## src/hw/core_defines.svh

```systemverilog
`ifndef CORE_DEFINES_SVH
`define CORE_DEFINES_SVH

// datapath and address width
`define CORE_XLEN 32

// register index width
`define CORE_REG_ADDR_W 5

// first fetch address
`define CORE_RESET_PC 32'h0000_0000

// data memory size in words
`define CORE_DMEM_DEPTH 64

// custom opcode that stops the core
`define CORE_TRAP_OPCODE 7'h6b

`endif

```

## src/hw/core_pkg.sv

```systemverilog
`include "core_defines.svh"

package core_pkg;

  typedef logic [`CORE_XLEN-1:0] word_t;
  typedef logic [31:0] inst_t;
  typedef logic [`CORE_REG_ADDR_W-1:0] reg_addr_t;

  typedef enum logic {
    ALU_ADD = 1'b0,
    ALU_SUB = 1'b1
  } alu_op_e;

  typedef enum logic [1:0] {
    MEM_NONE  = 2'd0,
    MEM_LOAD  = 2'd1,
    MEM_STORE = 2'd2
  } mem_op_e;

  // where an execute operand comes from
  typedef enum logic [1:0] {
    FWD_REG    = 2'd0,
    FWD_EX_MEM = 2'd1,
    FWD_MEM_WB = 2'd2
  } fwd_sel_e;

  typedef struct packed {
    word_t pc;
    inst_t inst;
  } if_id_t;

  typedef struct packed {
    word_t     pc;
    inst_t     inst;
    reg_addr_t rs1;
    reg_addr_t rs2;
    word_t     rs1_val;
    word_t     rs2_val;
    word_t     imm;
    logic      use_imm;
    alu_op_e   alu_op;
    mem_op_e   mem_op;
    logic      branch;
    reg_addr_t rd;
    logic      rd_we;
    logic      trap;
  } id_ex_t;

  typedef struct packed {
    word_t     pc;
    inst_t     inst;
    word_t     alu_result;
    word_t     store_data;
    mem_op_e   mem_op;
    reg_addr_t rd;
    logic      rd_we;
    logic      trap;
  } ex_mem_t;

  // retired instruction, also the regfile write
  typedef struct packed {
    word_t     pc;
    inst_t     inst;
    reg_addr_t rd;
    logic      rd_we;
    word_t     rd_data;
    logic      trap;
  } commit_t;

endpackage

```

## src/hw/fetch_stage.sv

```systemverilog
`timescale 1ns/1ps
`include "core_defines.svh"

module fetch_stage (
  input  logic             clock,
  input  logic             reset,
  input  logic             id_allowin,
  input  logic             redirect_valid,
  input  core_pkg::word_t  redirect_pc,
  input  logic             halted,
  output core_pkg::word_t  imem_addr,
  input  core_pkg::inst_t  imem_data,
  output logic             if_id_valid,
  output core_pkg::if_id_t if_id
);

  core_pkg::word_t pc;
  logic            fetch_go;

  assign imem_addr = pc;
  assign fetch_go  = !redirect_valid && id_allowin && !halted;

  // a redirect also kills the word fetched this cycle
  always_ff @(posedge clock) begin
    if (reset) begin
      pc          <= `CORE_RESET_PC;
      if_id_valid <= 1'b0;
    end else if (redirect_valid) begin
      pc          <= redirect_pc;
      if_id_valid <= 1'b0;
    end else if (id_allowin) begin
      if_id_valid <= !halted;
      if (!halted) begin
        pc <= pc + core_pkg::word_t'(4);
      end
    end
  end

  always_ff @(posedge clock) begin
    if (fetch_go) begin
      if_id <= '{pc: pc, inst: imem_data};
    end
  end

endmodule

```

## config.mk

```make
export PLATFORM = sky130hd
export DESIGN_NAME = fetch_stage
export DESIGN_NICKNAME = d
export VERILOG_FILES = /design/src/hw/core_pkg.sv /design/src/hw/fetch_stage.sv
export VERILOG_INCLUDE_DIRS = /design/src /design/src/hw
export SDC_FILE = /design/constraint.sdc
export NUM_CORES = 1
export LEC_CHECK = 0
export BUFFER_PORTS_ARGS = -buffer_cell sky130_fd_sc_hd__buf_2
export CORE_ASPECT_RATIO = 0.7
export CORE_MARGIN = 3
export CORE_UTILIZATION = 45
export DETAILED_ROUTE_END_ITERATION = 6
export GPL_TIMING_DRIVEN = 0
export PLACE_DENSITY_LB_ADDON = 0.05
export SLEW_MARGIN = 15
export SYNTH_ARGS = -nofsm -noshare
export SYNTH_HDL_FRONTEND = slang
export SYNTH_SLANG_ARGS = --single-unit
```

## constraint.sdc

```tcl
create_clock -name clock -period 4.99 [get_ports clock]
set_clock_uncertainty 0.15 [all_clocks]
set_input_delay 0.2495 -clock clock [delete_from_list [all_inputs] [get_ports clock]]
set_output_delay 0.2495 -clock clock [all_outputs]
set_load 0.1 [all_outputs]
```

==> run metrics <==
CP Class=reg -> reg; leakage power=2.228 nW; # diodes=0; dpl cell area=4888 um^2; CTS Buffer Depth=2; Die ar.=9787 um^2; number of buffers created by CTS=9; Yosys reg bits=97; Cells after Synth=305; clock input transition at the sequential cells of the worst setup and hold paths=0.07 ns; Pwr per Cell Area=387.6 nW/um^2; predominant post-synthesis flop cell=edfxtp_1; Rel. slew slack=36.28%; vias in the first global route=3,502; Final Hold Viols=0; total track usage=23.63%; Hold WS=0.02034 ns; Arrival @ worst endpoint=2.58 ns; min cycle time layout=2.479 ns; Async SR Flop Fraction=0%; antenna violations before repair=0; post-CTS resize count=0; global-route wire length before repair=17.80 mm; Root Driver=clkbuf_16; CP max FO=7; Hold Crit Class=in -> reg; Routed Antenna Nets=0; total grt overflow=0; Syn Area/Cell=12.72 um^2; violated checks=design-rule violations; drt pass-1 iters=6; FP Rows=27; clock latency on the worst-skew pair=0.34 ns; maximum clock rate=403.4 MHz; largest net degree at the start of global routing=26; dpl hpwl=7.732 mm; Max-cap violations=0; reg-to-reg setup timing slack=2.51 ns; CP max-delay cell=or3_1; final cycle utilization of the critical path=49.68%; Die H=83.68 um; Setup Fix Bufs, Post-CTS=0; die width=117.0 um; Finished Cell Area=5569 um^2; CP max stage delay=0.50 ns; Slew Limit Fails=0; RSZ-0062 raised after global routing=no; IO buf count=164; DRC viols=1; Post-CTS Hold Buffers=33; Via Count=3,442; WP buf/inv=0; setup violators final=0; Final nets=585; WL/cell=18.49 um; number of synthesized flops with an enable pin=64; Required @ worst endpoint=5.10 ns; Power, Total=2.159 mW; status=complete, but fails checks; Starting Density=47.84%; Via density=5.543; critical-path cell list=ha_1 -> nand3b_1 -> or3_1 -> or4b_1 -> a311oi_1; Max IR drop VDD=0.2537 mV; cell family with most CP delay=simple AND/OR/NAND/NOR gates; IO Count=166; initial DRC count=213; proportion of layout cells with a drive suffix above 1=37.12%; Num Clock Sinks=97; mapped cell area=3879 um^2; Final Wtd Congestion=0.8312; warnings from Yosys=0; CTS tree=done; P&R area growth vs syn=43.58%; crit end category=flop; final WL=11.48 mm; critical path launch point type=flop; Core Area=8108 um^2; Slew @ Worst Pin=0.9479 ns; CTS H-tree depth=3; Net Count, Synth=375; sequential element share of the synthesized area=66.58%; Synth cell types=47
worst paths after layout:
kind / from / to / cells after the start
setup / recovery: imem_addr[2] / imem_addr[16] / 5
hold / removal: redirect_pc[0] / imem_addr[0] / 3
setup reg to reg: imem_addr[2] / imem_addr[16] / 5
hold reg to reg: imem_addr[1] / if_id[33] / 0
layout by cell type, fill, tap and decap left out, drive strengths merged, types with 3 or more instances in the layout:
| cell | n |
|---|---|
| buf | 167 |
| edfxtp | 64 |
| dlygate4sd3 | 33 |
| dfxtp | 33 |
| nor2 | 32 |
| clkbuf | 20 |
| nand2 | 14 |
| nand4 | 12 |
| a311oi | 11 |
| a211oi | 11 |
| nand3 | 10 |
| inv | 10 |
| xnor2 | 7 |
| and4 | 7 |
| nor3 | 6 |
| a21oi | 6 |
| or3 | 6 |
| o21ai | 6 |
| nor4 | 6 |
| and3 | 5 |
| or4 | 5 |
| o31ai | 5 |
| o31a | 5 |
| o211ai | 4 |
| and2 | 4 |
| xor2 | 3 |
| bufinv | 3 |
cell usage after synthesis, drive strengths merged, types with 2 or more instances:
cell | instances | share of area [%]
nor2 | 32 | 3.1
o31ai | 5 | 0.97
a31oi | 2 | 0.32
nor3 | 6 | 0.77
edfxtp | 64 | 50
o21ai | 6 | 0.77
and4 | 7 | 1.6
a311oi | 11 | 2.5
or4b | 2 | 0.52
nand2 | 14 | 1.4
a311o | 2 | 0.52
o31a | 5 | 1.2
a211oi | 11 | 2.1
nand3 | 10 | 1.3
nand4 | 12 | 2.3
xnor2 | 7 | 1.6
dfxtp | 33 | 17
or4 | 5 | 0.97
a221oi | 2 | 0.45
o211ai | 4 | 0.77
inv | 8 | 0.77
clkbuf | 11 | 1.1
xor2 | 3 | 0.68
a31o | 2 | 0.45
mux2i | 2 | 0.52
and3 | 5 | 0.81
nor4 | 6 | 1.1
or3 | 6 | 0.97
a21oi | 6 | 0.77
and2 | 4 | 0.65
nor2b | 2 | 0.32
registers in the layout, summed over array words and instances, names as in the netlist:
name and cells:
if_id 64, imem_addr 32, if_id_valid 1
final cells by class:
cell class / instances / area, um^2
plain buffers: 12 / 46.29
clock inverters: 7 / 125.1
fillers: 631 / 2539
inverters: 8 / 30.03
clock buffers: 9 / 225.2
well taps: 101 / 126.4
repair buffers: 199 / 1206
multi-input cells: 188 / 1227
flip-flops and latches: 97 / 2582
worst register-to-register path, stage by stage, from the launching register on:
cell and delay [ns]:
dfxtp_1 0.48, ha_1 0.25, nand3b_1 0.24, or3_1 0.51
or4b_1 0.51, a311oi_1 0.26
metrics by stage:
stage               setup TNS (ns)  instances  setup WS, ns  utilization (%)
floorplan                        0        305        0.9760                -
global placement            -39.93        570       -0.6281            59.52
detailed placement               0        572         2.358            60.29
CTS                              0        621         2.536            68.69
global route                     0        621         2.329            68.69
finish                           0        621         2.511            68.69
metal layers:
metal | GRT usage [%] | vias up | part of all wire (%)
met3 | 6.087 | 26 | 8.0
met1 | 31.38 | 1616 | 43
met5 | 0 | - | 0
met4 | 8.125 | 0 | 1.9
li1 | - | 1622 | -
met2 | 37.48 | 178 | 48
where the power goes:
part	leakage [nW]	switching (mW)	internal, mW
logic	1.19	0.340	0.0870
clock network	0.164	0.304	0.495
registers	0.872	0.0366	0.897
cell families (layout without fill, tap and decap cells):
family                   count (synthesis)  after routing  synth area share [%]
buffers and inverters                   20            235                 1.968
AO/OA/AOI/OAI                           59             59                 11.48
flip-flops                              97             97                 66.58
adder cells (fa/ha/maj)                  1              1                0.3225
AND/OR/NAND/NOR                        116            116                 16.87
XOR/XNOR                                10             10                 2.258
multiplexers                             2              2                0.5161
Power figures use the tool's default switching activity.
