<file path="src/hw/core_defines.svh">
`ifndef CORE_DEFINES_SVH
`define CORE_DEFINES_SVH

// datapath and address width
`define CORE_XLEN 32

// register index width
`define CORE_REG_ADDR_W 5

// first fetch address
`define CORE_RESET_PC 32'h0000_0000

// data memory size in words
`define CORE_DMEM_DEPTH 64

// custom opcode that stops the core
`define CORE_TRAP_OPCODE 7'h6b

`endif

</file>
<file path="src/hw/core_pkg.sv">
`include "core_defines.svh"

package core_pkg;

  typedef logic [`CORE_XLEN-1:0] word_t;
  typedef logic [31:0] inst_t;
  typedef logic [`CORE_REG_ADDR_W-1:0] reg_addr_t;

  typedef enum logic {
    ALU_ADD = 1'b0,
    ALU_SUB = 1'b1
  } alu_op_e;

  typedef enum logic [1:0] {
    MEM_NONE  = 2'd0,
    MEM_LOAD  = 2'd1,
    MEM_STORE = 2'd2
  } mem_op_e;

  // where an execute operand comes from
  typedef enum logic [1:0] {
    FWD_REG    = 2'd0,
    FWD_EX_MEM = 2'd1,
    FWD_MEM_WB = 2'd2
  } fwd_sel_e;

  typedef struct packed {
    word_t pc;
    inst_t inst;
  } if_id_t;

  typedef struct packed {
    word_t     pc;
    inst_t     inst;
    reg_addr_t rs1;
    reg_addr_t rs2;
    word_t     rs1_val;
    word_t     rs2_val;
    word_t     imm;
    logic      use_imm;
    alu_op_e   alu_op;
    mem_op_e   mem_op;
    logic      branch;
    reg_addr_t rd;
    logic      rd_we;
    logic      trap;
  } id_ex_t;

  typedef struct packed {
    word_t     pc;
    inst_t     inst;
    word_t     alu_result;
    word_t     store_data;
    mem_op_e   mem_op;
    reg_addr_t rd;
    logic      rd_we;
    logic      trap;
  } ex_mem_t;

  // retired instruction, also the regfile write
  typedef struct packed {
    word_t     pc;
    inst_t     inst;
    reg_addr_t rd;
    logic      rd_we;
    word_t     rd_data;
    logic      trap;
  } commit_t;

endpackage

</file>
<file path="src/hw/regfile.sv">
`timescale 1ns/1ps
`include "core_defines.svh"

module regfile (
  input  logic                clock,
  input  logic                reset,
  input  core_pkg::reg_addr_t rs1_addr,
  input  core_pkg::reg_addr_t rs2_addr,
  output core_pkg::word_t     rs1_data,
  output core_pkg::word_t     rs2_data,
  input  logic                wr_en,
  input  core_pkg::reg_addr_t wr_addr,
  input  core_pkg::word_t     wr_data
);

  localparam int NUM_REGS = 2 ** `CORE_REG_ADDR_W;

  core_pkg::word_t regs [NUM_REGS];

  always_ff @(posedge clock) begin
    if (reset) begin
      for (int i = 0; i < NUM_REGS; i++) begin
        regs[i] <= '0;
      end
    end else if (wr_en && wr_addr != '0) begin
      regs[wr_addr] <= wr_data;
    end
  end

  function automatic core_pkg::word_t read_port(core_pkg::reg_addr_t addr);
    if (addr == '0) begin
      return '0;
    end
    // write in flight this cycle wins
    if (wr_en && wr_addr == addr) begin
      return wr_data;
    end
    return regs[addr];
  endfunction

  always_comb begin
    rs1_data = read_port(rs1_addr);
    rs2_data = read_port(rs2_addr);
  end

  assert property (@(posedge clock) disable iff (reset) regs[0] == '0)
    else $error("x0 holds a nonzero value");

endmodule

</file>
<file path="config.mk">
export PLATFORM = sky130hd
export DESIGN_NAME = regfile
export DESIGN_NICKNAME = d
export VERILOG_FILES = /design/src/hw/core_pkg.sv /design/src/hw/regfile.sv
export VERILOG_INCLUDE_DIRS = /design/src /design/src/hw
export SDC_FILE = /design/constraint.sdc
export NUM_CORES = 2
export LEC_CHECK = 0
export BUFFER_PORTS_ARGS = -buffer_cell sky130_fd_sc_hd__buf_2
export CORE_ASPECT_RATIO = 0.8
export CORE_MARGIN = 2
export CORE_UTILIZATION = 53
export DETAILED_ROUTE_END_ITERATION = 10
export MAX_ROUTING_LAYER = met4
export PLACE_DENSITY = 0.69
export SYNTH_ARGS = -nofsm -noshare
export SYNTH_HDL_FRONTEND = slang
export SYNTH_SLANG_ARGS = --single-unit
</file>
<file path="constraint.sdc">
create_clock -name clock -period 6.08 [get_ports clock]
set_input_delay 0.608 -clock clock [delete_from_list [all_inputs] [get_ports clock]]
set_output_delay 0.608 -clock clock [all_outputs]
set_load 0.02 [all_outputs]
</file>
==> results.sh <==
export IMPL_grt_pass1_wl_um=272000
export IMPL_post_route_util_pct=58.2
export IMPL_worst_pin_slew_ns=1.32
export IMPL_layout_area_overhead_vs_synth_pct=9.42
export IMPL_cts_made_buffers=104
export IMPL_yosysUniqueCellTypes=57
export IMPL_worst_hold_path_type="in -> reg"
export IMPL_wl_met2_um=82200
export IMPL_io_buffers=113
export IMPL_start_util_pct=53.2
export IMPL_maxCapViolCount=0
export IMPL_synth_edf_count=1024
export IMPL_reg_top3="regs x1024"
export IMPL_fin_ws_ns=1.43
export IMPL_tns_ns=0
export IMPL_antenna_found_initial=27
export IMPL_crit_chain="buf_6, buf_4, nand3b_1, buf_4, o22ai_1, a211oi_1, nand2_1, a32o_1, buf_2"
export IMPL_ant_nets=0
export IMPL_place_ws_ns=1.71
export IMPL_dieArea_um2=107000
export IMPL_synth_top_cell_by_area="edfxtp_1"
export IMPL_clk_path_buf_depth=3
export IMPL_ys_seq_elements=1024
export IMPL_drc=0
export IMPL_vias=37355
export IMPL_place_inst=5088
export IMPL_io_pins=114
export IMPL_drive_gt1_share_pct=23.3
export IMPL_hold_viol=0
export IMPL_cp_arrival_ns=4.04
export IMPL_num_rows=106
export IMPL_synth_ff_type="edfxtp_1"
export IMPL_slew_viol_final=0
export IMPL_grt_overflow=0
export IMPL_regArea_um2=30700
export IMPL_worst_setup_path_type="in -> out"
export IMPL_start_kind="primary input"
export IMPL_final_nets=3840
export IMPL_wl_met1_um=73100
export IMPL_ys_warn_count=0
export IMPL_track_usage_pct=37.7
export IMPL_viasPerCell=7.07
export IMPL_root_buffer="clkbuf_16"
export IMPL_grt_start_max_net_pins=97
export IMPL_max_stage_delay_ns=0.88
export IMPL_run_status="completed"
export IMPL_dp_hpwl_um=111000
export IMPL_fmax_ghz=0.215
export IMPL_fin_crit_ns=4.65
export IMPL_post_cts_buffers=0
export IMPL_firstDrtPassIters=6
export IMPL_wirelength_um=195000
export IMPL_top_register="regs"
export IMPL_endpoint_kind="primary output"
export IMPL_drt_iter0_drc=7503
export IMPL_avgSynthCellArea_um2=14.4
export IMPL_cp_max_fo=51
export IMPL_synth_seq_area_share_pct=55.5
export IMPL_postSynthCellCount=3843
export IMPL_holdPathStages=1
export IMPL_critPathMostFrequentCell="buf_4"
export IMPL_cts_sinks=1024
export IMPL_die_x_um=365
export IMPL_cts_resized=0
export IMPL_ir_worst_vdd_v=0.000258
export IMPL_grt_pass1_vias=35864
export IMPL_routed_wl_met3_um=32000
export IMPL_instances_no_fill=5287
export IMPL_fin_crit_sh_pct=76.4
export IMPL_holdWs_ns=0.381
export IMPL_critPathBufInv=4
export IMPL_die_y_um=293
export IMPL_dr_max_layer_used="met4"
export IMPL_netlist_area_um2=55400
export IMPL_ys_async_sr_fraction_pct=0
export IMPL_crit_family="buffers and inverters"
export IMPL_setup_violations_final=0
export IMPL_path_clk_slew_ns=0.06
export IMPL_synth_top_area_share_pct=55.5
export IMPL_gp_congestion=0.913
export IMPL_cts_tree="done"
export IMPL_synthTopCellsByCount="edfxtp_1 (1024), and2_1 (994), mux4_2 (381)"
export IMPL_p_per_area_nw_per_um2=284
export IMPL_startpoint="rs1_addr[1]"
export IMPL_cp_data_required_time_ns=5.47
export IMPL_relSlewSlack_pct=11.9
export IMPL_fill_cells=7972
export IMPL_slowest_stage="buf_4"
export IMPL_grt_setup_unrepaired="false"
export IMPL_synth_area_leaders="edfxtp_1 (56%), mux4_2 (15%), and2_1 (11%)"
export IMPL_htreeDepth=3
export IMPL_largest_register_ffs=1024
export IMPL_worstSetupEndpoint="rs1_data[16]"
export IMPL_p_leak_uw=0.0211
export IMPL_design_core_area_um2=104000
export IMPL_routedWlPerCell_um=36.9
export IMPL_multi_input_area_um2=23000
export IMPL_crit_cells=9
export IMPL_ctsHoldBuffers=0
export IMPL_synth_most_common_cell="edfxtp_1"
## where the power goes
group	internal [uW]	switching, uW
combinational	819	1380
clock	3780	2890
sequential	8160	206
## worst min-delay path by stage
| stage | start | slack [ns] | to |
|---|---|---|---|
| global route | reset | 0.35 | regs[0][16] |
| global placement | reset | 1.09 | regs[0][22] |
| CTS | reset | 0.34 | regs[0][16] |
| detailed placement | reset | 1.09 | regs[0][22] |
| finish | reset | 0.38 | regs[0][22] |
| floorplan | wr_data[31] | 0.81 | regs[1][31] |
## layout make-up
cell class                 count  area share [%]
antenna                       11          0.0454
clock buffer                 122            4.48
clock inverter                66            1.17
inverter                       2          0.0124
multi-input combinational   2430            38.0
sequential                  1024            50.7
tap                         1404            2.90
timing repair buffer         228            2.65
## kinds of logic after synthesis
logic type | Yosys count | share of synthesized area, %
other | 1 | 0.00677
AOI/OAI and AO/OA | 436 | 5.73
xor gates and xnor gates | 10 | 0.158
and+or+nand+nor | 1267 | 13.7
DFF | 1024 | 55.5
buffers and inverters | 420 | 3.69
muxes | 685 | 21.2
## layer usage
layer  global-route usage [%]  vias to the layer above
li1                         -                    14655
met1                     52.9                    18865
met2                     51.1                     3372
met3                     12.5                      463
met4                     13.7                        0
met5                        -                        -
## metrics by stage
stage	area, um2	power [uW]
2_1_floorplan	55500	9790
3_3_place_gp	57200	10600
3_5_place_dp	57200	10600
4_1_cts	60600	17200
5_1_grt	60600	17600
6_report	60600	17200
## layout by cell type, fill, tap and decap left out, types with 11 or more instances in the layout
cell / n
edfxtp_1: 1024
and2_1: 994
mux4_2: 381
mux2i_1: 238
buf_4: 109
clkbuf_16: 106
buf_2: 104
a22oi_1: 79
mux2_2: 64
o22ai_1: 57
o21ai_0: 54
nand2_1: 53
a211oi_1: 52
o221ai_1: 39
nor2_1: 39
a21oi_1: 37
nor2_4: 33
a32o_1: 32
conb_1: 32
nor3_1: 31
or2_2: 26
clkinv_1: 26
a31oi_1: 25
nor2b_1: 23
and3_1: 18
clkinv_2: 17
clkbuf_1: 16
a2111oi_0: 15
bufinv_16: 14
diode_2: 11
a211o_1: 11
(Power assumes the default switching activity.)
