File: config.mk
export PLATFORM = sky130hd
export DESIGN_NAME = execute_stage
export DESIGN_NICKNAME = d
export VERILOG_FILES = /design/src/hw/core_pkg.sv /design/src/hw/execute_stage.sv
export VERILOG_INCLUDE_DIRS = /design/src /design/src/hw
export SDC_FILE = /design/constraint.sdc
export NUM_CORES = 1
export LEC_CHECK = 0
export BUFFER_PORTS_ARGS = -buffer_cell sky130_fd_sc_hd__buf_2
export CORE_AREA = 2 2 166 168
export CTS_CLUSTER_SIZE = 20
export DETAILED_ROUTE_END_ITERATION = 7
export DIE_AREA = 0 0 168 170
export PLACE_DENSITY = 0.7
export SYNTH_ARGS = -nofsm -noshare
export SYNTH_HDL_FRONTEND = slang
export SYNTH_SLANG_ARGS = --single-unit
File: constraint.sdc
create_clock -name clock -period 4.2 [get_ports clock]
set_input_delay 0.42 -clock clock [delete_from_list [all_inputs] [get_ports clock]]
set_output_delay 0.42 -clock clock [all_outputs]
set_load 0.01 [all_outputs]
File: src/hw/core_defines.svh
`ifndef CORE_DEFINES_SVH
`define CORE_DEFINES_SVH

// datapath and address width
`define CORE_XLEN 32

// register index width
`define CORE_REG_ADDR_W 5

// first fetch address
`define CORE_RESET_PC 32'h0000_0000

// data memory size in words
`define CORE_DMEM_DEPTH 64

// custom opcode that stops the core
`define CORE_TRAP_OPCODE 7'h6b

`endif

File: src/hw/core_pkg.sv
`include "core_defines.svh"

package core_pkg;

  typedef logic [`CORE_XLEN-1:0] word_t;
  typedef logic [31:0] inst_t;
  typedef logic [`CORE_REG_ADDR_W-1:0] reg_addr_t;

  typedef enum logic {
    ALU_ADD = 1'b0,
    ALU_SUB = 1'b1
  } alu_op_e;

  typedef enum logic [1:0] {
    MEM_NONE  = 2'd0,
    MEM_LOAD  = 2'd1,
    MEM_STORE = 2'd2
  } mem_op_e;

  // where an execute operand comes from
  typedef enum logic [1:0] {
    FWD_REG    = 2'd0,
    FWD_EX_MEM = 2'd1,
    FWD_MEM_WB = 2'd2
  } fwd_sel_e;

  typedef struct packed {
    word_t pc;
    inst_t inst;
  } if_id_t;

  typedef struct packed {
    word_t     pc;
    inst_t     inst;
    reg_addr_t rs1;
    reg_addr_t rs2;
    word_t     rs1_val;
    word_t     rs2_val;
    word_t     imm;
    logic      use_imm;
    alu_op_e   alu_op;
    mem_op_e   mem_op;
    logic      branch;
    reg_addr_t rd;
    logic      rd_we;
    logic      trap;
  } id_ex_t;

  typedef struct packed {
    word_t     pc;
    inst_t     inst;
    word_t     alu_result;
    word_t     store_data;
    mem_op_e   mem_op;
    reg_addr_t rd;
    logic      rd_we;
    logic      trap;
  } ex_mem_t;

  // retired instruction, also the regfile write
  typedef struct packed {
    word_t     pc;
    inst_t     inst;
    reg_addr_t rd;
    logic      rd_we;
    word_t     rd_data;
    logic      trap;
  } commit_t;

endpackage

File: src/hw/execute_stage.sv
`timescale 1ns/1ps
`include "core_defines.svh"

module execute_stage (
  input  logic               clock,
  input  logic               reset,
  input  logic               id_ex_valid,
  input  core_pkg::id_ex_t   id_ex,
  output logic               ex_allowin,
  input  core_pkg::fwd_sel_e fwd_rs1,
  input  core_pkg::fwd_sel_e fwd_rs2,
  input  core_pkg::word_t    ex_mem_fwd,
  input  core_pkg::word_t    wb_fwd,
  output logic               ex_mem_valid,
  output core_pkg::ex_mem_t  ex_mem,
  output logic               redirect_valid,
  output core_pkg::word_t    redirect_pc
);

  core_pkg::word_t op_a, op_b, alu_b, alu_result;
  logic            ex_done;

  function automatic core_pkg::word_t pick_operand(
    input core_pkg::fwd_sel_e sel,
    input core_pkg::word_t    reg_val,
    input core_pkg::word_t    mem_val,
    input core_pkg::word_t    wb_val
  );
    case (sel)
      core_pkg::FWD_EX_MEM: return mem_val;
      core_pkg::FWD_MEM_WB: return wb_val;
      default:              return reg_val;
    endcase
  endfunction

  always_comb begin
    op_a = pick_operand(fwd_rs1, id_ex.rs1_val, ex_mem_fwd, wb_fwd);
    op_b = pick_operand(fwd_rs2, id_ex.rs2_val, ex_mem_fwd, wb_fwd);
  end

  // also forms load and store addresses
  assign alu_b      = id_ex.use_imm ? id_ex.imm : op_b;
  assign alu_result = (id_ex.alu_op == core_pkg::ALU_SUB) ? op_a - alu_b : op_a + alu_b;

  assign redirect_valid = id_ex_valid && id_ex.branch && op_a == op_b;
  assign redirect_pc    = id_ex.pc + id_ex.imm;

  // memory never refuses
  assign ex_done    = id_ex_valid;
  assign ex_allowin = !id_ex_valid || ex_done;

  always_ff @(posedge clock) begin
    if (reset) begin
      ex_mem_valid <= 1'b0;
    end else begin
      ex_mem_valid <= ex_done;
    end
  end

  always_ff @(posedge clock) begin
    if (ex_done) begin
      ex_mem <= '{pc: id_ex.pc, inst: id_ex.inst, alu_result: alu_result,
                  store_data: op_b, mem_op: id_ex.mem_op, rd: id_ex.rd,
                  rd_we: id_ex.rd_we, trap: id_ex.trap};
    end
  end

endmodule

==> impl_metrics.tcl <==
set metrics [dict create \
    start_kind "primary input" \
    rsz0062_at_grt "yes" \
    syn_area_mm2 0.01049 \
    die-area_mm2 0.02856 \
    power_density_mw_per_mm2 390.6 \
    violations "negative setup slack" \
    slowest_stage "o31a_1" \
    ir_worst_vdd_v 0.0002194 \
    tightestPinTransition_ps 862.0 \
    syn_inst 1104 \
    fin_crit_ps 4229 \
    tns_ps -45.26 \
    routabilityCongestion 0.9809 \
    layout_commonest_cell "buf_2" \
    ys_seq_area_share_pct 39.39 \
    grt_util_all_layers_pct 27.79 \
    postRouteAntennaNets 0 \
    clk_transition_reported_paths_ps 70 \
    worst_hold_startpoint "id_ex[145]" \
    avgSynthCellArea_um2 9.505 \
    cap_violations 0 \
    cts_tree "yes" \
    crit_required_ps 4380 \
    dieWidth_um 168 \
    maxSlewHeadroom_pct 42.53 \
    dr.pass1.iters 5 \
    coreArea_mm2 0.02665 \
    worstPathArrival_ps 4410 \
    worstPathCellList "buf_8 > inv_4 > ha_4 > buf_6 > a221oi_4 > o221ai_2 > o31a_1 > nor3_4 > nand4_1 > o31ai_2 > xor2_1 > ha_1 > nand4_1 > nor2_1 > o2111a_1 > o2111ai_4 > buf_4 > a21oi_1 > nor3_2 > xnor2_1" \
    routed_wl_um 41720 \
    setup_viol 2 \
    numCtsBuffers 17 \
    synthDistinctLibCells 71 \
    synth_edf_count 137 \
    dp_hpwl_um 33190 \
    via_count 11170 \
    fin_util_pct 57.99 \
    cpPeakStageDelay_ps 360 \
    grt_max_degree 65 \
    synth-main-ff-cell "edfxtp_1" \
    fp.dieH_um 170 \
    holdBufCountCts 0 \
    ys_warn_count 0 \
    layout_common_cells "412 x buf_2, 202 x buf_4, 137 x edfxtp_1" \
    antenna_found_initial 1 \
    async_reset_ff_share_pct 0 \
    crit_type "primary input to flip-flop" \
    crit_path_end_kind "flip-flop" \
    nNetsFinal 2028 \
    clock_sinks 138 \
    cts_buffer_depth 2 \
    areaGrowthSynthToFinish_pct 47.26 \
    layout_setup_ws_ps -29.47 \
    critPathMostFrequentCell "nand4_1" \
    htreeDepth 4 \
    viasPerCell 5.433 \
    grt_pass1_wl_um 60370 \
    syn_nets 1431 \
    clockRootBuffer "clkbuf_16" \
    leakagePower_nw 7.024 \
    holdPathStages 1 \
    hold-path-endpoint "ex_mem[100]$_DFFE_PP_" \
    outcome "complete, but fails checks" \
    ys_ff_latch 138 \
    drive_gt1_share_pct 43.99 \
    drtIter0Drc 994 \
    io_buffers 413 \
    start_util_pct 39.38 \
    post_drt_wl_per_cell_um 20.29 \
    num_rows 60 \
    maxSlewViolCount 0 \
    pin_count 425 \
    drc 0 \
    hold_violations 0 \
    overflow 0 \
    grt_pass1_vias 10490 \
    critPathMaxFanout 4 \
    finalPower_mw 6.037 \
    fmax_ghz 0.2364 \
    hold_class "primary input to flip-flop" \
    finalCritPeriodShare_pct 100.7 \
]
-- flip-flops by register name, indices dropped and copies added, names as in the netlist --
name / cells
ex_mem_valid: 1
ex_mem: 137
-- stage by stage --
step | hold slack, ps | std cells | worst slack, ps | area, um2
2_1_floorplan | 491.6 | 1104 | -16.93 | 10540
3_3_place_gp | 597.2 | 2005 | -462.7 | 14300
3_5_place_dp | 598.7 | 2005 | -512.0 | 14300
4_1_cts | 144.6 | 2037 | 3.264 | 14890
5_1_grt | 144.2 | 2056 | -204.5 | 15450
6_report | 152.2 | 2056 | -29.47 | 15450
-- layout make-up --
cell class              instances  area, um2
fillers                      2356      11200
multi-input cells             889       6490
flip-flops and latches        138       4134
repair buffers                624       3725
well taps                     341      426.7
clock buffers                  17      425.4
clock inverters                15      131.4
inverters                      31      118.9
diodes                          1      2.502
-- routing by layer --
layer / up-vias / track usage, % / wire length [um]
li1: 5332 / - / -
met2: 522 / 47.02 / 19700
met4: 0 / 6.352 / 705
met5: - / 0 / 0
met3: 44 / 3.953 / 3016
met1: 5272 / 37.80 / 18300
-- what timing repair did --
item,4_1_cts,5_1_grt
gates resized for setup,5,89
gates cloned,0,0
setup buffers,0,19
pin swaps,0,46
setup endpoints to repair,4,15
-- logic make-up after synthesis --
group / synth area share, %
AOI/OAI and AO/OA: 22.43
xor gates and xnor gates: 9.682
adders and majority gates: 8.966
buffers and inverters: 3.076
DFF: 39.39
muxes: 1.514
other: 0.03574
and+or+nand+nor: 14.90
-- critical path: cells and delay by family --
| family | cells | cell delay, ps |
|---|---|---|
| XOR/XNOR | 2 | 400 |
| adder cells (fa/ha/maj) | 2 | 480 |
| AND/OR/NAND/NOR | 5 | 950 |
| buffers and inverters | 4 | 420 |
| AO/OA/AOI/OAI | 7 | 1760 |
-- synthesized netlist by cell type, types with 23 or more instances --
master | instances | area share, %
edfxtp_1 | 137 | 39
nand2_1 | 129 | 4.6
a21oi_1 | 79 | 3.8
ha_1 | 72 | 8.6
o21ai_0 | 71 | 3.4
xnor2_1 | 70 | 5.8
nor2_1 | 68 | 2.4
a22oi_1 | 54 | 3.9
xor2_1 | 46 | 3.8
clkbuf_1 | 31 | 1.1
inv_1 | 29 | 1.0
a21o_1 | 23 | 1.6
-- where the power goes --
part	total, mW	internal [mW]	leakage (nW)	switching, mW
Sequential	1.82	1.78	1.35	0.0490
Clock	1.51	0.776	0.260	0.733
Combinational	2.70	1.24	5.42	1.46
Total	6.04	3.79	7.02	2.25
-- worst max path at each step --
| stage | depth (start not counted) | startpoint | end | slack [ps] |
|---|---|---|---|---|
| after floorplan | 21 | fwd_rs2[1] | ex_mem[70]$_DFFE_PP_ | -20 |
| after global placement | 20 | fwd_rs2[0] | ex_mem[70]$_DFFE_PP_ | -460 |
| after detailed placement | 21 | fwd_rs2[1] | ex_mem[69]$_DFFE_PP_ | -510 |
| after CTS | 22 | fwd_rs2[1] | ex_mem[72]$_DFFE_PP_ | 3 |
| after global routing | 20 | fwd_rs2[0] | ex_mem[69]$_DFFE_PP_ | -200 |
| final | 20 | fwd_rs2[0] | ex_mem[71]$_DFFE_PP_ | -30 |
Power figures use the tool's default switching activity.
