<file path="config.mk">
export PLATFORM = sky130hd
export DESIGN_NAME = decode_stage
export DESIGN_NICKNAME = d
export VERILOG_FILES = /design/src/hw/core_pkg.sv /design/src/hw/decode_stage.sv
export VERILOG_INCLUDE_DIRS = /design/src /design/src/hw
export SDC_FILE = /design/constraint.sdc
export NUM_CORES = 1
export LEC_CHECK = 0
export BUFFER_PORTS_ARGS = -buffer_cell sky130_fd_sc_hd__buf_4
export CAP_MARGIN = 20
export CORE_AREA = 5 5 124 126
export CTS_BUF_LIST = sky130_fd_sc_hd__clkbuf_8
export CTS_CLUSTER_SIZE = 14
export DETAILED_ROUTE_END_ITERATION = 12
export DIE_AREA = 0 0 129 131
export PLACE_DENSITY = 0.73
export SYNTH_ARGS = -nofsm -noshare
export SYNTH_HDL_FRONTEND = slang
export SYNTH_SLANG_ARGS = --single-unit
</file>
<file path="constraint.sdc">
create_clock -name clock -period 28.6 [get_ports clock]
set_clock_uncertainty 0.15 [all_clocks]
set_input_delay 5.72 -clock clock [delete_from_list [all_inputs] [get_ports clock]]
set_output_delay 5.72 -clock clock [all_outputs]
set_load 0.02 [all_outputs]
</file>
<file path="src/hw/core_defines.svh">
`ifndef CORE_DEFINES_SVH
`define CORE_DEFINES_SVH

// datapath and address width
`define CORE_XLEN 32

// register index width
`define CORE_REG_ADDR_W 5

// first fetch address
`define CORE_RESET_PC 32'h0000_0000

// data memory size in words
`define CORE_DMEM_DEPTH 64

// custom opcode that stops the core
`define CORE_TRAP_OPCODE 7'h6b

`endif

</file>
<file path="src/hw/core_pkg.sv">
`include "core_defines.svh"

package core_pkg;

  typedef logic [`CORE_XLEN-1:0] word_t;
  typedef logic [31:0] inst_t;
  typedef logic [`CORE_REG_ADDR_W-1:0] reg_addr_t;

  typedef enum logic {
    ALU_ADD = 1'b0,
    ALU_SUB = 1'b1
  } alu_op_e;

  typedef enum logic [1:0] {
    MEM_NONE  = 2'd0,
    MEM_LOAD  = 2'd1,
    MEM_STORE = 2'd2
  } mem_op_e;

  // where an execute operand comes from
  typedef enum logic [1:0] {
    FWD_REG    = 2'd0,
    FWD_EX_MEM = 2'd1,
    FWD_MEM_WB = 2'd2
  } fwd_sel_e;

  typedef struct packed {
    word_t pc;
    inst_t inst;
  } if_id_t;

  typedef struct packed {
    word_t     pc;
    inst_t     inst;
    reg_addr_t rs1;
    reg_addr_t rs2;
    word_t     rs1_val;
    word_t     rs2_val;
    word_t     imm;
    logic      use_imm;
    alu_op_e   alu_op;
    mem_op_e   mem_op;
    logic      branch;
    reg_addr_t rd;
    logic      rd_we;
    logic      trap;
  } id_ex_t;

  typedef struct packed {
    word_t     pc;
    inst_t     inst;
    word_t     alu_result;
    word_t     store_data;
    mem_op_e   mem_op;
    reg_addr_t rd;
    logic      rd_we;
    logic      trap;
  } ex_mem_t;

  // retired instruction, also the regfile write
  typedef struct packed {
    word_t     pc;
    inst_t     inst;
    reg_addr_t rd;
    logic      rd_we;
    word_t     rd_data;
    logic      trap;
  } commit_t;

endpackage

</file>
<file path="src/hw/decode_stage.sv">
`timescale 1ns/1ps
`include "core_defines.svh"

module decode_stage (
  input  logic                clock,
  input  logic                reset,
  input  logic                if_id_valid,
  input  core_pkg::if_id_t    if_id,
  output logic                id_allowin,
  input  logic                flush,
  input  logic                stall,
  input  logic                ex_allowin,
  output core_pkg::reg_addr_t rs1_addr,
  output core_pkg::reg_addr_t rs2_addr,
  input  core_pkg::word_t     rs1_data,
  input  core_pkg::word_t     rs2_data,
  output logic                id_ex_valid,
  output core_pkg::id_ex_t    id_ex
);

  localparam logic [6:0] OP_ALU    = 7'b0110011;
  localparam logic [6:0] OP_ALU_I  = 7'b0010011;
  localparam logic [6:0] OP_LOAD   = 7'b0000011;
  localparam logic [6:0] OP_STORE  = 7'b0100011;
  localparam logic [6:0] OP_BRANCH = 7'b1100011;

  core_pkg::inst_t  inst;
  logic [6:0]       opcode;
  logic [2:0]       funct3;
  logic [6:0]       funct7;
  logic             is_rtype, is_addi, is_load, is_store, is_beq, is_trap;
  logic             uses_rs1, uses_rs2, writes_rd;
  logic             id_go;
  core_pkg::word_t  imm;
  core_pkg::id_ex_t dec;

  assign inst   = if_id.inst;
  assign opcode = inst[6:0];
  assign funct3 = inst[14:12];
  assign funct7 = inst[31:25];

  // add and sub only
  assign is_rtype = opcode == OP_ALU && funct3 == 3'b000 &&
                    (funct7 == 7'h00 || funct7 == 7'h20);
  assign is_addi  = opcode == OP_ALU_I && funct3 == 3'b000;
  assign is_load  = opcode == OP_LOAD && funct3 == 3'b010;
  assign is_store = opcode == OP_STORE && funct3 == 3'b010;
  assign is_beq   = opcode == OP_BRANCH && funct3 == 3'b000;
  assign is_trap  = opcode == `CORE_TRAP_OPCODE;

  assign uses_rs1  = is_rtype || is_addi || is_load || is_store || is_beq;
  assign uses_rs2  = is_rtype || is_store || is_beq;
  assign writes_rd = is_rtype || is_addi || is_load;

  // unused fields read as x0, so they never stall or forward
  assign rs1_addr = uses_rs1 ? inst[19:15] : '0;
  assign rs2_addr = uses_rs2 ? inst[24:20] : '0;

  always_comb begin
    if (is_store) begin
      imm = {{20{inst[31]}}, inst[31:25], inst[11:7]};
    end else if (is_beq) begin
      imm = {{19{inst[31]}}, inst[31], inst[7], inst[30:25], inst[11:8], 1'b0};
    end else begin
      imm = {{20{inst[31]}}, inst[31:20]};
    end
  end

  always_comb begin
    dec.pc      = if_id.pc;
    dec.inst    = inst;
    dec.rs1     = rs1_addr;
    dec.rs2     = rs2_addr;
    dec.rs1_val = rs1_data;
    dec.rs2_val = rs2_data;
    dec.imm     = imm;
    dec.use_imm = is_addi || is_load || is_store;
    dec.alu_op  = (is_rtype && funct7[5]) ? core_pkg::ALU_SUB : core_pkg::ALU_ADD;
    dec.mem_op  = is_load ? core_pkg::MEM_LOAD :
                  is_store ? core_pkg::MEM_STORE : core_pkg::MEM_NONE;
    dec.branch  = is_beq;
    dec.rd      = writes_rd ? inst[11:7] : '0;
    dec.rd_we   = writes_rd;
    dec.trap    = is_trap;
  end

  // stall leaves a bubble, flush drops the instruction
  assign id_go      = if_id_valid && !stall && !flush;
  assign id_allowin = !if_id_valid || (!stall && ex_allowin);

  always_ff @(posedge clock) begin
    if (reset) begin
      id_ex_valid <= 1'b0;
    end else if (ex_allowin) begin
      id_ex_valid <= id_go;
    end
  end

  always_ff @(posedge clock) begin
    if (ex_allowin && id_go) begin
      id_ex <= dec;
    end
  end

  // load in execute and taken branch in execute exclude each other
  assert property (@(posedge clock) disable iff (reset)
    (if_id_valid && ex_allowin) |-> !(stall && flush))
    else $error("decode saw stall and flush together");

endmodule

</file>
==> flow_summary.json <==
{
  "hold_viol": 0,
  "place_hpwl_mm": 11.6,
  "post-place-ws_ps": 15560,
  "die_area_um2": 16900,
  "r2r_cells": 2,
  "antenna_cells_inserted": 0,
  "required_ps": 22730,
  "wire_per_inst_um": 19.3,
  "routed_wl_mm": 14.8,
  "clock.fmax_mhz": 76.9,
  "rows": 44,
  "outcome": "finished clean",
  "worst_slew_pin_slew_ps": 1100,
  "hp-class": "reg2reg",
  "antenna_found_initial": 1,
  "first_pass_iters": 4,
  "grt_max_degree": 88,
  "period_share_pct": 45.5,
  "r2r-start": "id_ex_valid",
  "ctsHoldBuffers": 0,
  "setup_violations": 0,
  "r2r_end": "id_ex_valid",
  "maxSlewViolCount": 0,
  "cts_tree": "done",
  "syn-num-nets": 392,
  "grt_pass1_vias": 3602,
  "ant_nets": 0,
  "drive_gt1_share_pct": 63.4,
  "synthCells": 258,
  "clock-sinks": 157,
  "clkSlewWorstSetupHoldPaths_ps": 80,
  "synth.most_common_cell": "edfxtp_1",
  "ir_drop_mv": 0.0288,
  "synth_cell_types": 31,
  "io_pins": 328,
  "syn_area_per_cell_um2": 21.1,
  "dieWidth_um": 129,
  "cts_made_buffers": 17,
  "cts_resized": 0,
  "drcViolationCount": 0,
  "async_flop_share_pct": 0,
  "io_buffers": 327,
  "grt_usage_pct": 16.5,
  "die_h_um": 131,
  "setup_ws_ps": 15600,
  "total_power_w": 0.000483,
  "final_cell_count_no_fill": 766,
  "core_area_um2": 14200,
  "setup_tns_ps": 0,
  "grt.overflow.total": 0,
  "rsz0062_at_grt": "no",
  "nets": 703,
  "clk_latency_ps": 430,
  "cp-end-kind": "primary output",
  "drtIter0Drc": 205,
  "root_buffer": "clkbuf_8",
  "dr_total_vias": 3467,
  "fin_util_pct": 58.4,
  "routed_via_density": 4.53,
  "synth-warning-count": 0,
  "htreeDepth": 4,
  "netlist.area_leader.share_pct": 86.2,
  "grt_pass1_wl_mm": 20.6,
  "synth_top_flop_cell": "edfxtp_1",
  "yosysSeqAreaShare_pct": 86.6,
  "r2r_setup_slack_ps": 27860,
  "place_inst": 734,
  "maxCapViolations": 0,
  "crit_arrival_ps": 7130,
  "critPathMaxFanout": 5,
  "synth_edf_count": 156,
  "yosys_register_bits": 157,
  "synth_common_cells": "edfxtp_1 (156), buf_4 (36), and2_1 (12)",
  "initial_core_util_pct": 38.3,
  "start_kind": "input port",
  "syn-cell-area_um2": 5430,
  "area_delta_synth_final_pct": 52.7,
  "slew-limit-headroom_pct": 26.4,
  "seqCellArea_um2": 4700,
  "fillCellCount": 1130,
  "postCtsSetupRepairBufs": 0,
  "p_per_area_nw_per_um2": 58.2,
  "yosys.area.top_type": "edfxtp_1",
  "synthTopCellsByArea": "edfxtp_1 (86%), buf_4 (5.0%), and2_1 (1.4%)",
  "period_needed_ps": 13000,
  "crit_type": "in2out",
  "whs_path_depth": 2,
  "clockBufferDepth": 2,
  "multi_input_area_um2": 454,
  "globalplace.congestion": 0.795,
  "holdCritStartpoint": "id_ex_valid",
  "hold_path_end": "id_ex_valid",
  "p_leak_nw": 3.37
}
-- placed cells by master, fill, tap and decap left out, types with 3 or more instances in the layout --
cell type	n
edfxtp_1	156
and2_1	12
inv_6	3
buf_4	329
nand2_1	8
clkbuf_8	17
bufinv_16	4
nor3_1	3
mux2_4	4
nor2_1	7
a21oi_1	3
inv_1	4
-- where the power goes --
group / switching, W / internal (W)
Combinational: 0.0000209 / 0.0000220
Sequential: 0.00000230 / 0.000260
Clock: 0.0000824 / 0.0000955
Total: 0.000106 / 0.000377
-- routing by layer --
metal  routed length, um  vias to the layer above  global-route usage [%]
met2                7930                      195                    27.9
li1                    -                     1572                       -
met3                1600                       17                    7.56
met4                 187                        2                    5.50
met1                5080                     1681                    18.7
met5                  13                        -                       0
-- worst max-delay path, cell delays in order --
cell	delay, ps
buf_4	110
nor3_2	340
nand3b_1	250
o21ai_2	340
and2_1	210
buf_4	150
-- how the worst max path moves through the flow --
stage                          from     endpoint  slack (ps)  cells past startpoint
final                     if_id[12]  rs2_addr[3]       15600                      6
after global placement    if_id[12]  rs2_addr[0]       15610                      6
after global routing      if_id[12]  rs2_addr[2]       15480                      6
after floorplan               flush     id_ex[0]        5370                      1
after detailed placement  if_id[12]  rs2_addr[2]       15560                      6
after CTS                 if_id[12]  rs2_addr[2]       15560                      6
-- registers in the layout, indices dropped and copies added (netlist names) --
register / flops
id_ex_valid: 1
id_ex: 156
-- final cells by class --
type / count / area share [%]
clock buffer: 17 / 2.82
clock inverter: 15 / 2.35
inverter: 2 / 0.0905
multi-input combinational: 62 / 5.48
sequential: 157 / 56.7
tap: 184 / 2.78
timing repair buffer: 329 / 29.8
-- cell families after synthesis --
family	synth area share [%]
AOI/OAI and AO/OA	1.84
buffers and inverters	5.18
DFF	86.6
muxes	1.31
and+or+nand+nor	5.09
-- per-stage QoR --
| step | cell area [um^2] | hold WS (ps) |
|---|---|---|
| final | 8300 | 356 |
| after global routing | 8300 | 383 |
| after CTS | 8300 | 362 |
| after detailed placement | 7870 | 342 |
| after global placement | 7870 | 331 |
| after floorplan | 5430 | 427 |
Note: power is estimated with default switching activity, not from simulation.
