File: src/hw/core_defines.svh
`ifndef CORE_DEFINES_SVH
`define CORE_DEFINES_SVH

// datapath and address width
`define CORE_XLEN 32

// register index width
`define CORE_REG_ADDR_W 5

// first fetch address
`define CORE_RESET_PC 32'h0000_0000

// data memory size in words
`define CORE_DMEM_DEPTH 64

// custom opcode that stops the core
`define CORE_TRAP_OPCODE 7'h6b

`endif

File: src/hw/core_pkg.sv
`include "core_defines.svh"

package core_pkg;

  typedef logic [`CORE_XLEN-1:0] word_t;
  typedef logic [31:0] inst_t;
  typedef logic [`CORE_REG_ADDR_W-1:0] reg_addr_t;

  typedef enum logic {
    ALU_ADD = 1'b0,
    ALU_SUB = 1'b1
  } alu_op_e;

  typedef enum logic [1:0] {
    MEM_NONE  = 2'd0,
    MEM_LOAD  = 2'd1,
    MEM_STORE = 2'd2
  } mem_op_e;

  // where an execute operand comes from
  typedef enum logic [1:0] {
    FWD_REG    = 2'd0,
    FWD_EX_MEM = 2'd1,
    FWD_MEM_WB = 2'd2
  } fwd_sel_e;

  typedef struct packed {
    word_t pc;
    inst_t inst;
  } if_id_t;

  typedef struct packed {
    word_t     pc;
    inst_t     inst;
    reg_addr_t rs1;
    reg_addr_t rs2;
    word_t     rs1_val;
    word_t     rs2_val;
    word_t     imm;
    logic      use_imm;
    alu_op_e   alu_op;
    mem_op_e   mem_op;
    logic      branch;
    reg_addr_t rd;
    logic      rd_we;
    logic      trap;
  } id_ex_t;

  typedef struct packed {
    word_t     pc;
    inst_t     inst;
    word_t     alu_result;
    word_t     store_data;
    mem_op_e   mem_op;
    reg_addr_t rd;
    logic      rd_we;
    logic      trap;
  } ex_mem_t;

  // retired instruction, also the regfile write
  typedef struct packed {
    word_t     pc;
    inst_t     inst;
    reg_addr_t rd;
    logic      rd_we;
    word_t     rd_data;
    logic      trap;
  } commit_t;

endpackage

File: src/hw/hazard_unit.sv
`timescale 1ns/1ps
`include "core_defines.svh"

module hazard_unit (
  input  core_pkg::reg_addr_t rs1_addr,
  input  core_pkg::reg_addr_t rs2_addr,
  input  logic                id_ex_valid,
  input  core_pkg::id_ex_t    id_ex,
  input  logic                ex_mem_valid,
  input  core_pkg::ex_mem_t   ex_mem,
  input  logic                wb_valid,
  input  core_pkg::commit_t   wb,
  output logic                stall,
  output core_pkg::fwd_sel_e  fwd_rs1,
  output core_pkg::fwd_sel_e  fwd_rs2
);

  logic load_in_ex;
  logic mem_writes;
  logic wb_writes;

  // nearest producer first
  function automatic core_pkg::fwd_sel_e fwd_select(
    input core_pkg::reg_addr_t src,
    input logic                mem_hit,
    input core_pkg::reg_addr_t mem_rd,
    input logic                wb_hit,
    input core_pkg::reg_addr_t wb_rd
  );
    if (src == '0) begin
      return core_pkg::FWD_REG;
    end
    if (mem_hit && mem_rd == src) begin
      return core_pkg::FWD_EX_MEM;
    end
    if (wb_hit && wb_rd == src) begin
      return core_pkg::FWD_MEM_WB;
    end
    return core_pkg::FWD_REG;
  endfunction

  assign load_in_ex = id_ex_valid && id_ex.mem_op == core_pkg::MEM_LOAD && id_ex.rd != '0;
  assign mem_writes = ex_mem_valid && ex_mem.rd_we;
  assign wb_writes  = wb_valid && wb.rd_we;

  // loaded word is not ready until the memory cycle
  assign stall = load_in_ex && (id_ex.rd == rs1_addr || id_ex.rd == rs2_addr);

  always_comb begin
    fwd_rs1 = fwd_select(id_ex.rs1, mem_writes, ex_mem.rd, wb_writes, wb.rd);
    fwd_rs2 = fwd_select(id_ex.rs2, mem_writes, ex_mem.rd, wb_writes, wb.rd);
  end

endmodule

File: config.mk
export PLATFORM = sky130hd
export DESIGN_NAME = hazard_unit
export DESIGN_NICKNAME = d
export VERILOG_FILES = /design/src/hw/core_pkg.sv /design/src/hw/hazard_unit.sv
export VERILOG_INCLUDE_DIRS = /design/src /design/src/hw
export SDC_FILE = /design/constraint.sdc
export NUM_CORES = 1
export LEC_CHECK = 0
export ABC_CLOCK_PERIOD_IN_PS = 1550
export BUFFER_PORTS_ARGS = -buffer_cell sky130_fd_sc_hd__buf_2
export CORE_AREA = 5 5 166 168
export DETAILED_ROUTE_END_ITERATION = 16
export DIE_AREA = 0 0 171 173
export PLACE_DENSITY_LB_ADDON = 0.3
export REMOVE_ABC_BUFFERS = 1
export SKIP_LAST_GASP = 1
export SLEW_MARGIN = 20
export SYNTH_ARGS = -nofsm -noshare
export SYNTH_HDL_FRONTEND = slang
export SYNTH_SLANG_ARGS = --single-unit
File: constraint.sdc
create_clock -name vclk -period 1.55
set_input_delay 0.2325 -clock vclk [all_inputs]
set_output_delay 0.2325 -clock vclk [all_outputs]
set_load 0.01 [all_outputs]
==> results.txt, run 1 <==
Status: complete, but fails checks
Failing checks: negative setup slack
Crit path max-delay cell type: or4_4
Post-Route WL: 3140 um
Xor/xnor share of the synthesized area: 0.545
Synth Warn #: 0
Placed inst area: 1190 um^2
Post-synthesis cell count: 60
Postcts setup bufs: 0
Final net count: 558
Final slew viol count: 0
Sequential cell count: 0
Chip Width: 171 um
DP Wirelength: 3040 um
Buf/Inv on CP: 2
DIE HEIGHT: 173 um
Die Area: 29600 um^2
RSZ-0062 raised after global routing: yes
Via density: 1.46
Design area: 1270 um^2
Total power: 0.219 mW
Max Cap Viol: 0
Via count: 664
Initial Utilization: 0.0169
Final period utilization: 1.01
Startpoint types: input port
Mux cell area share after synthesis: 0
Required time of the critical path: 1.32 ns
CP startpoint: id_ex[109]
Area of the multi-input gates: 470 um^2
Final hold viol count: 0
WP data arrival: 1.33 ns
Final worst slack: -0.00777 ns
GP Congestion: 0.656
Post-DRT Antenna Nets: 0
CP Class: in2out
Syn Area/Cell: 7.24 um^2
Worst-path cell chain: buf_6 -> or4_4 -> a21bo_1 -> o211ai_2 -> nor3_2 -> buf_2
Mapped Area: 434 um^2
Yosys cell types: 19
Maximum VDD drop: 0.0632 mV
Num rows: 59
Post-synth top area share: 0.323
Number of global-route vias before repair: 695
Iter 0 DRT Violations: 12
Hold Startpoint: rs1_addr[0]
Crit-path max FO: 2
Actual slew at the worst max-slew pin: 0.276 ns
I/O Buffers: 47
P_leak: 0.427 nW
Post-Synth Adder-Cell Area: 0
CP Capture Type: primary output
Fmax: 642 MHz
Area contributors post-synth: xnor2_1, xor2_1, nor3_1
Global route total overflow: 0
Drt pass-1 iters: 3
HP Class: in2out
Simple-gate share of the synthesized area: 0.300
CTS hold repair buffers: 0
# fillers: 3025
Register Area: 0 um^2
Largest stage delay, worst path: 0.52 ns
Layout Area Growth over Synthesis: 192%
Post-synthesis sequential area ratio: 0
DRC Markers: 0
Final Setup Violations: 1
Largest area contributor in the netlist: xnor2_1
Slew headroom: 0.815
Layout cells sized above 1: 0.587
Crit path time final: 1.56 ns
Largest net degree at the start of global routing: 5
Crit path max-delay family: simple AND/OR/NAND/NOR gates
Complex-gate fraction of the synthesized area: 0.138
Antenna Cells: 0
Io pins: 440
First-pass GRT wire length: 4330 um
Total track usage: 0.0198
Power Dens Cells: 173 nW/um^2
WL/cell: 6.88 um
Largest family of logic cells by synthesized area: XOR/XNOR gates
Core Region: 25800 um^2
Antenna violations before repair: 5
Clock buffers: 0
cells in the final DEF (no fill, tap or decap):
cell / Yosys / final
a21bo_1: 1 / 1
a21oi_1: 1 / 1
a221o_1: 1 / 1
buf_2: 0 / 42
buf_4: 0 / 14
buf_6: 0 / 5
inv_1: 2 / 2
nand2_1: 5 / 5
nand3_1: 3 / 3
nand4_1: 2 / 2
nor2_1: 4 / 3
nor2_4: 0 / 1
nor3_1: 4 / 3
nor3_2: 1 / 2
nor4_2: 0 / 2
o211ai_2: 1 / 1
o21ai_1: 1 / 1
o221ai_1: 1 / 1
o31a_1: 1 / 1
or4_1: 2 / 1
or4_4: 1 / 2
xnor2_1: 16 / 14
xnor2_2: 0 / 2
xor2_1: 11 / 11
path summary, 6_finish.rpt:
path | to | slack [ns] | cells past startpoint
max | fwd_rs2[1] | -0.008 | 6
min | stall | 0.85 | 5
cells by family (layout without fill, tap and decap cells):
| group | count (synthesis) | count (layout) |
|---|---|---|
| AO/OA/AOI/OAI | 7 | 7 |
| XOR/XNOR | 27 | 27 |
| buffers and inverters | 2 | 63 |
| AND/OR/NAND/NOR | 24 | 24 |
report_power, final:
group	leakage [nW]	total [mW]	internal (mW)	switching, mW
clock	0	0	0	0
combinational	0.427	0.219	0.122	0.0973
sequential	0	0	0	0
total	0.427	0.219	0.122	0.0973
area by class of cell:
class	count	share of cell area
Multi-Input combinational cell	58	0.371
Tap cell	335	0.330
Timing Repair Buffer	61	0.293
Inverter	2	0.00592
repair_timing:
item,CTS,global route
gates resized for setup,12,4
setup endpoints to repair,4,4
pin swaps,2,3
metal layers:
metal,up-vias,share of wire,routed length [um],track usage
met4,10,0.0051,16,0
met1,277,0.42,1330,0.0246
li1,336,-,-,-
met2,31,0.43,1360,0.0325
met5,-,0.018,57,0
met3,10,0.12,367,0.0107
through the flow:
step / util / hold WS [ns] / std cells / TNS (ns) / worst slack, ns
CTS: 0.0483 / 0.853 / 456 / -0.0700 / -0.0463
finish: 0.0492 / 0.854 / 456 / -0.00777 / -0.00777
global route: 0.0492 / 0.879 / 456 / -0.0964 / -0.0429
global placement: 0.0463 / 0.854 / 456 / -0.193 / -0.0968
floorplan: - / 0.589 / 60 / 0 / 0.252
detailed placement: 0.0463 / 0.851 / 456 / -0.191 / -0.0869
worst min-delay path, stage by stage:
cell	delay, ns
buf_2	0.08
xnor2_1	0.05
nand3_1	0.07
a21oi_1	0.05
buf_2	0.13
synth_stat cells:
master / instances
inv_1: 2
o221ai_1: 1
or4_1: 2
xnor2_1: 16
nor3_1: 4
xor2_1: 11
or4_4: 1
a221o_1: 1
nand3_1: 3
o31a_1: 1
nand4_1: 2
nand2_1: 5
nor2_1: 4
a21oi_1: 1
o21ai_1: 1
o211ai_2: 1
nor3_2: 1
nor4_1: 2
a21bo_1: 1
Note: power is estimated with default switching activity, not from simulation.
==> run 2, diff against run 1 <==
--- a/config.mk
+++ b/config.mk
@@ -6,7 +6,7 @@
 export SDC_FILE = /design/constraint.sdc
 export NUM_CORES = 1
 export LEC_CHECK = 0
-export ABC_CLOCK_PERIOD_IN_PS = 1550
+export ABC_CLOCK_PERIOD_IN_PS = 2000
 export BUFFER_PORTS_ARGS = -buffer_cell sky130_fd_sc_hd__buf_2
 export CORE_AREA = 5 5 166 168
 export DETAILED_ROUTE_END_ITERATION = 16
==> constraint.sdc (replaced) <==
create_clock -name vclk -period 2
set_input_delay 0.3 -clock vclk [all_inputs]
set_output_delay 0.3 -clock vclk [all_outputs]
set_load 0.01 [all_outputs]
==> run 2 against run 1 <==
Effect of this change: global-route usage shrank 0.079 points; combinational power shrank 37%; flip-flop and latch count is the same; setup slack gained 0.23 ns; final area shrank 14%; the flow now finishes without violations; critical path depth is the same; utilization shrank 0.70 points; wire length shrank 2.4%; hold slack gained 0.13 ns.
==> results.txt, run 2 (synthesis results as in run 1) <==
Final slew viol count: 0 (unchanged)
Num rows: 59 (unchanged)
Fin cells: 442 (was 456)
WL/cell: 6.93 um (was 6.88 um)
CTS hold repair buffers: 0 (unchanged)
Core Region: 25800 um^2 (unchanged)
CP Capture Type: primary output (unchanged)
Fin Setup TNS: 0 ns (was -0.00777 ns)
Design area: 1090 um^2 (was 1270 um^2)
Largest stage delay, worst path: 0.31 ns (was 0.52 ns)
Crit path max-delay cell type: nor4_1 (was or4_4)
Via density: 1.40 (was 1.46)
Io pins: 440 (unchanged)
Final net count: 544 (was 558)
Antenna Cells: 0 (unchanged)
Commonest non-fill, non-tap cell in the layout: buf_2 (unchanged)
Initial Utilization: 0.0169 (unchanged)
Required time of the critical path: 1.70 ns (was 1.32 ns)
Final hold viol count: 0 (unchanged)
WHS Path Cells: 5 (unchanged)
P_leak: 0.336 nW (was 0.427 nW)
HP Class: in2out (unchanged)
Clock buffers: 0 (unchanged)
Chip Width: 171 um (unchanged)
Most common cell on crit path: buf_2
Hold Path Sink: stall (unchanged)
Final period utilization: 0.889
GP Congestion: 0.634 (was 0.656)
RSZ-0062 raised after global routing: no (was yes)
Crit-path max FO: 2 (unchanged)
Actual slew at the worst max-slew pin: 0.293 ns (was 0.276 ns)
DRC Markers: 0 (unchanged)
Sequential cell count: 0 (unchanged)
Post-Route WL: 3060 um (was 3140 um)
CP Class: in2out (unchanged)
Status: finished clean (was complete, but fails checks)
Finished Core Util: 0.0423 (was 0.0492)
Total track usage: 0.0190 (was 0.0198)
Largest net degree at the start of global routing: 5 (unchanged)
Iter 0 DRT Violations: 9 (was 12)
Max Cap Viol: 0 (unchanged)
I/O Buffers: 47 (unchanged)
Placed inst area: 1090 um^2 (was 1190 um^2)
Worst-path cell chain: buf_2 -> nand2_1 -> a221o_1 -> nor4_1 -> o31a_1 -> buf_2 (was buf_6 -> or4_4 -> a21bo_1 -> o211ai_2 -> nor3_2 -> buf_2)
Fmax: 563 MHz
Crit path max-delay family: compound AO/OA/AOI/OAI gates (was simple AND/OR/NAND/NOR gates)
WP data arrival: 1.48 ns (was 1.33 ns)
Maximum VDD drop: 0.0389 mV (was 0.0632 mV)
First-pass GRT wire length: 4090 um (was 4330 um)
Postcts setup bufs: 0 (unchanged)
Register Area: 0 um^2 (unchanged)
DIE HEIGHT: 173 um (unchanged)
Die Area: 29600 um^2 (unchanged)
Power Dens Cells: 126 nW/um^2 (was 173 nW/um^2)
Antenna violations before repair: 6 (was 5)
Hold Startpoint: rs1_addr[2] (was rs1_addr[0])
Layout Area Growth over Synthesis: 151% (was 192%)
Drt pass-1 iters: 4 (was 3)
Via count: 617 (was 664)
Number of global-route vias before repair: 618 (was 695)
Layout cells sized above 1: 0.467 (was 0.587)
Post-DRT Antenna Nets: 0 (unchanged)
Post-CTS Resized: 0 (was 12)
DP Wirelength: 2950 um (was 3040 um)
Crit path time final: 1.78 ns
Startpoint types: input port (unchanged)
Final Setup Violations: 0 (was 1)
Slew headroom: 0.803 (was 0.815)
Buf/Inv on CP: 2 (unchanged)
Global route total overflow: 0 (unchanged)
Most frequent cells in the layout: buf_2, xnor2_1, xor2_1, nand2_1 (was buf_2, xnor2_1, buf_4, xor2_1)
Cell Count Post-Placement: 442 (was 456)
## run 2: report_power, final
part / total (mW) / internal [mW] / leakage (nW) / switching (mW)
logic: 0.137 / 0.0703 / 0.336 / 0.0665
registers: 0 / 0 / 0 / 0
clock network: 0 / 0 / 0 / 0
total: 0.137 / 0.0703 / 0.336 / 0.0665
## run 2: worst max path at each step
stage,slack (ns),startpoint,depth (start not counted),endpoint
4_1_cts,0.20,wb_valid,6,fwd_rs1[1]
3_3_place_gp,0.20,wb_valid,6,fwd_rs1[1]
2_1_floorplan,0.57,id_ex[109],4,fwd_rs2[1]
3_5_place_dp,0.22,wb_valid,6,fwd_rs1[1]
6_report,0.22,wb_valid,6,fwd_rs1[1]
5_1_grt,0.13,wb_valid,6,fwd_rs1[1]
## run 2: metrics by stage
stage	hold slack (ns)	total power, mW	worst slack (ns)
finish	0.989	0.137	0.223
global route	1.01	0.151	0.130
floorplan	0.724	0.0627	0.567
CTS	0.994	0.140	0.199
detailed placement	0.995	0.140	0.216
global placement	0.995	0.140	0.196
## run 2: tightest hold or removal path, delay by kind of cell
family                 cells  cell delay [ns]
buffers and inverters      2             0.21
AND/OR/NAND/NOR            1             0.07
XOR/XNOR                   1             0.05
AO/OA/AOI/OAI              1             0.05
## run 2: layout make-up
class	count	area, um^2
Fill cell	3050	24700
Inverter	2	7.51
Multi-Input combinational cell	58	427
Tap cell	335	419
Timing Repair Buffer	47	235
## run 2: per-layer routing
layer  up-vias  routed length, um  global-route usage  part of all wire
li1        307                  -                   -                 -
met2        31               1320              0.0299              0.43
met5         -                 69                   0             0.023
met4        12                 17                   0            0.0056
met1       255               1190              0.0222              0.39
met3        12                462              0.0144              0.15
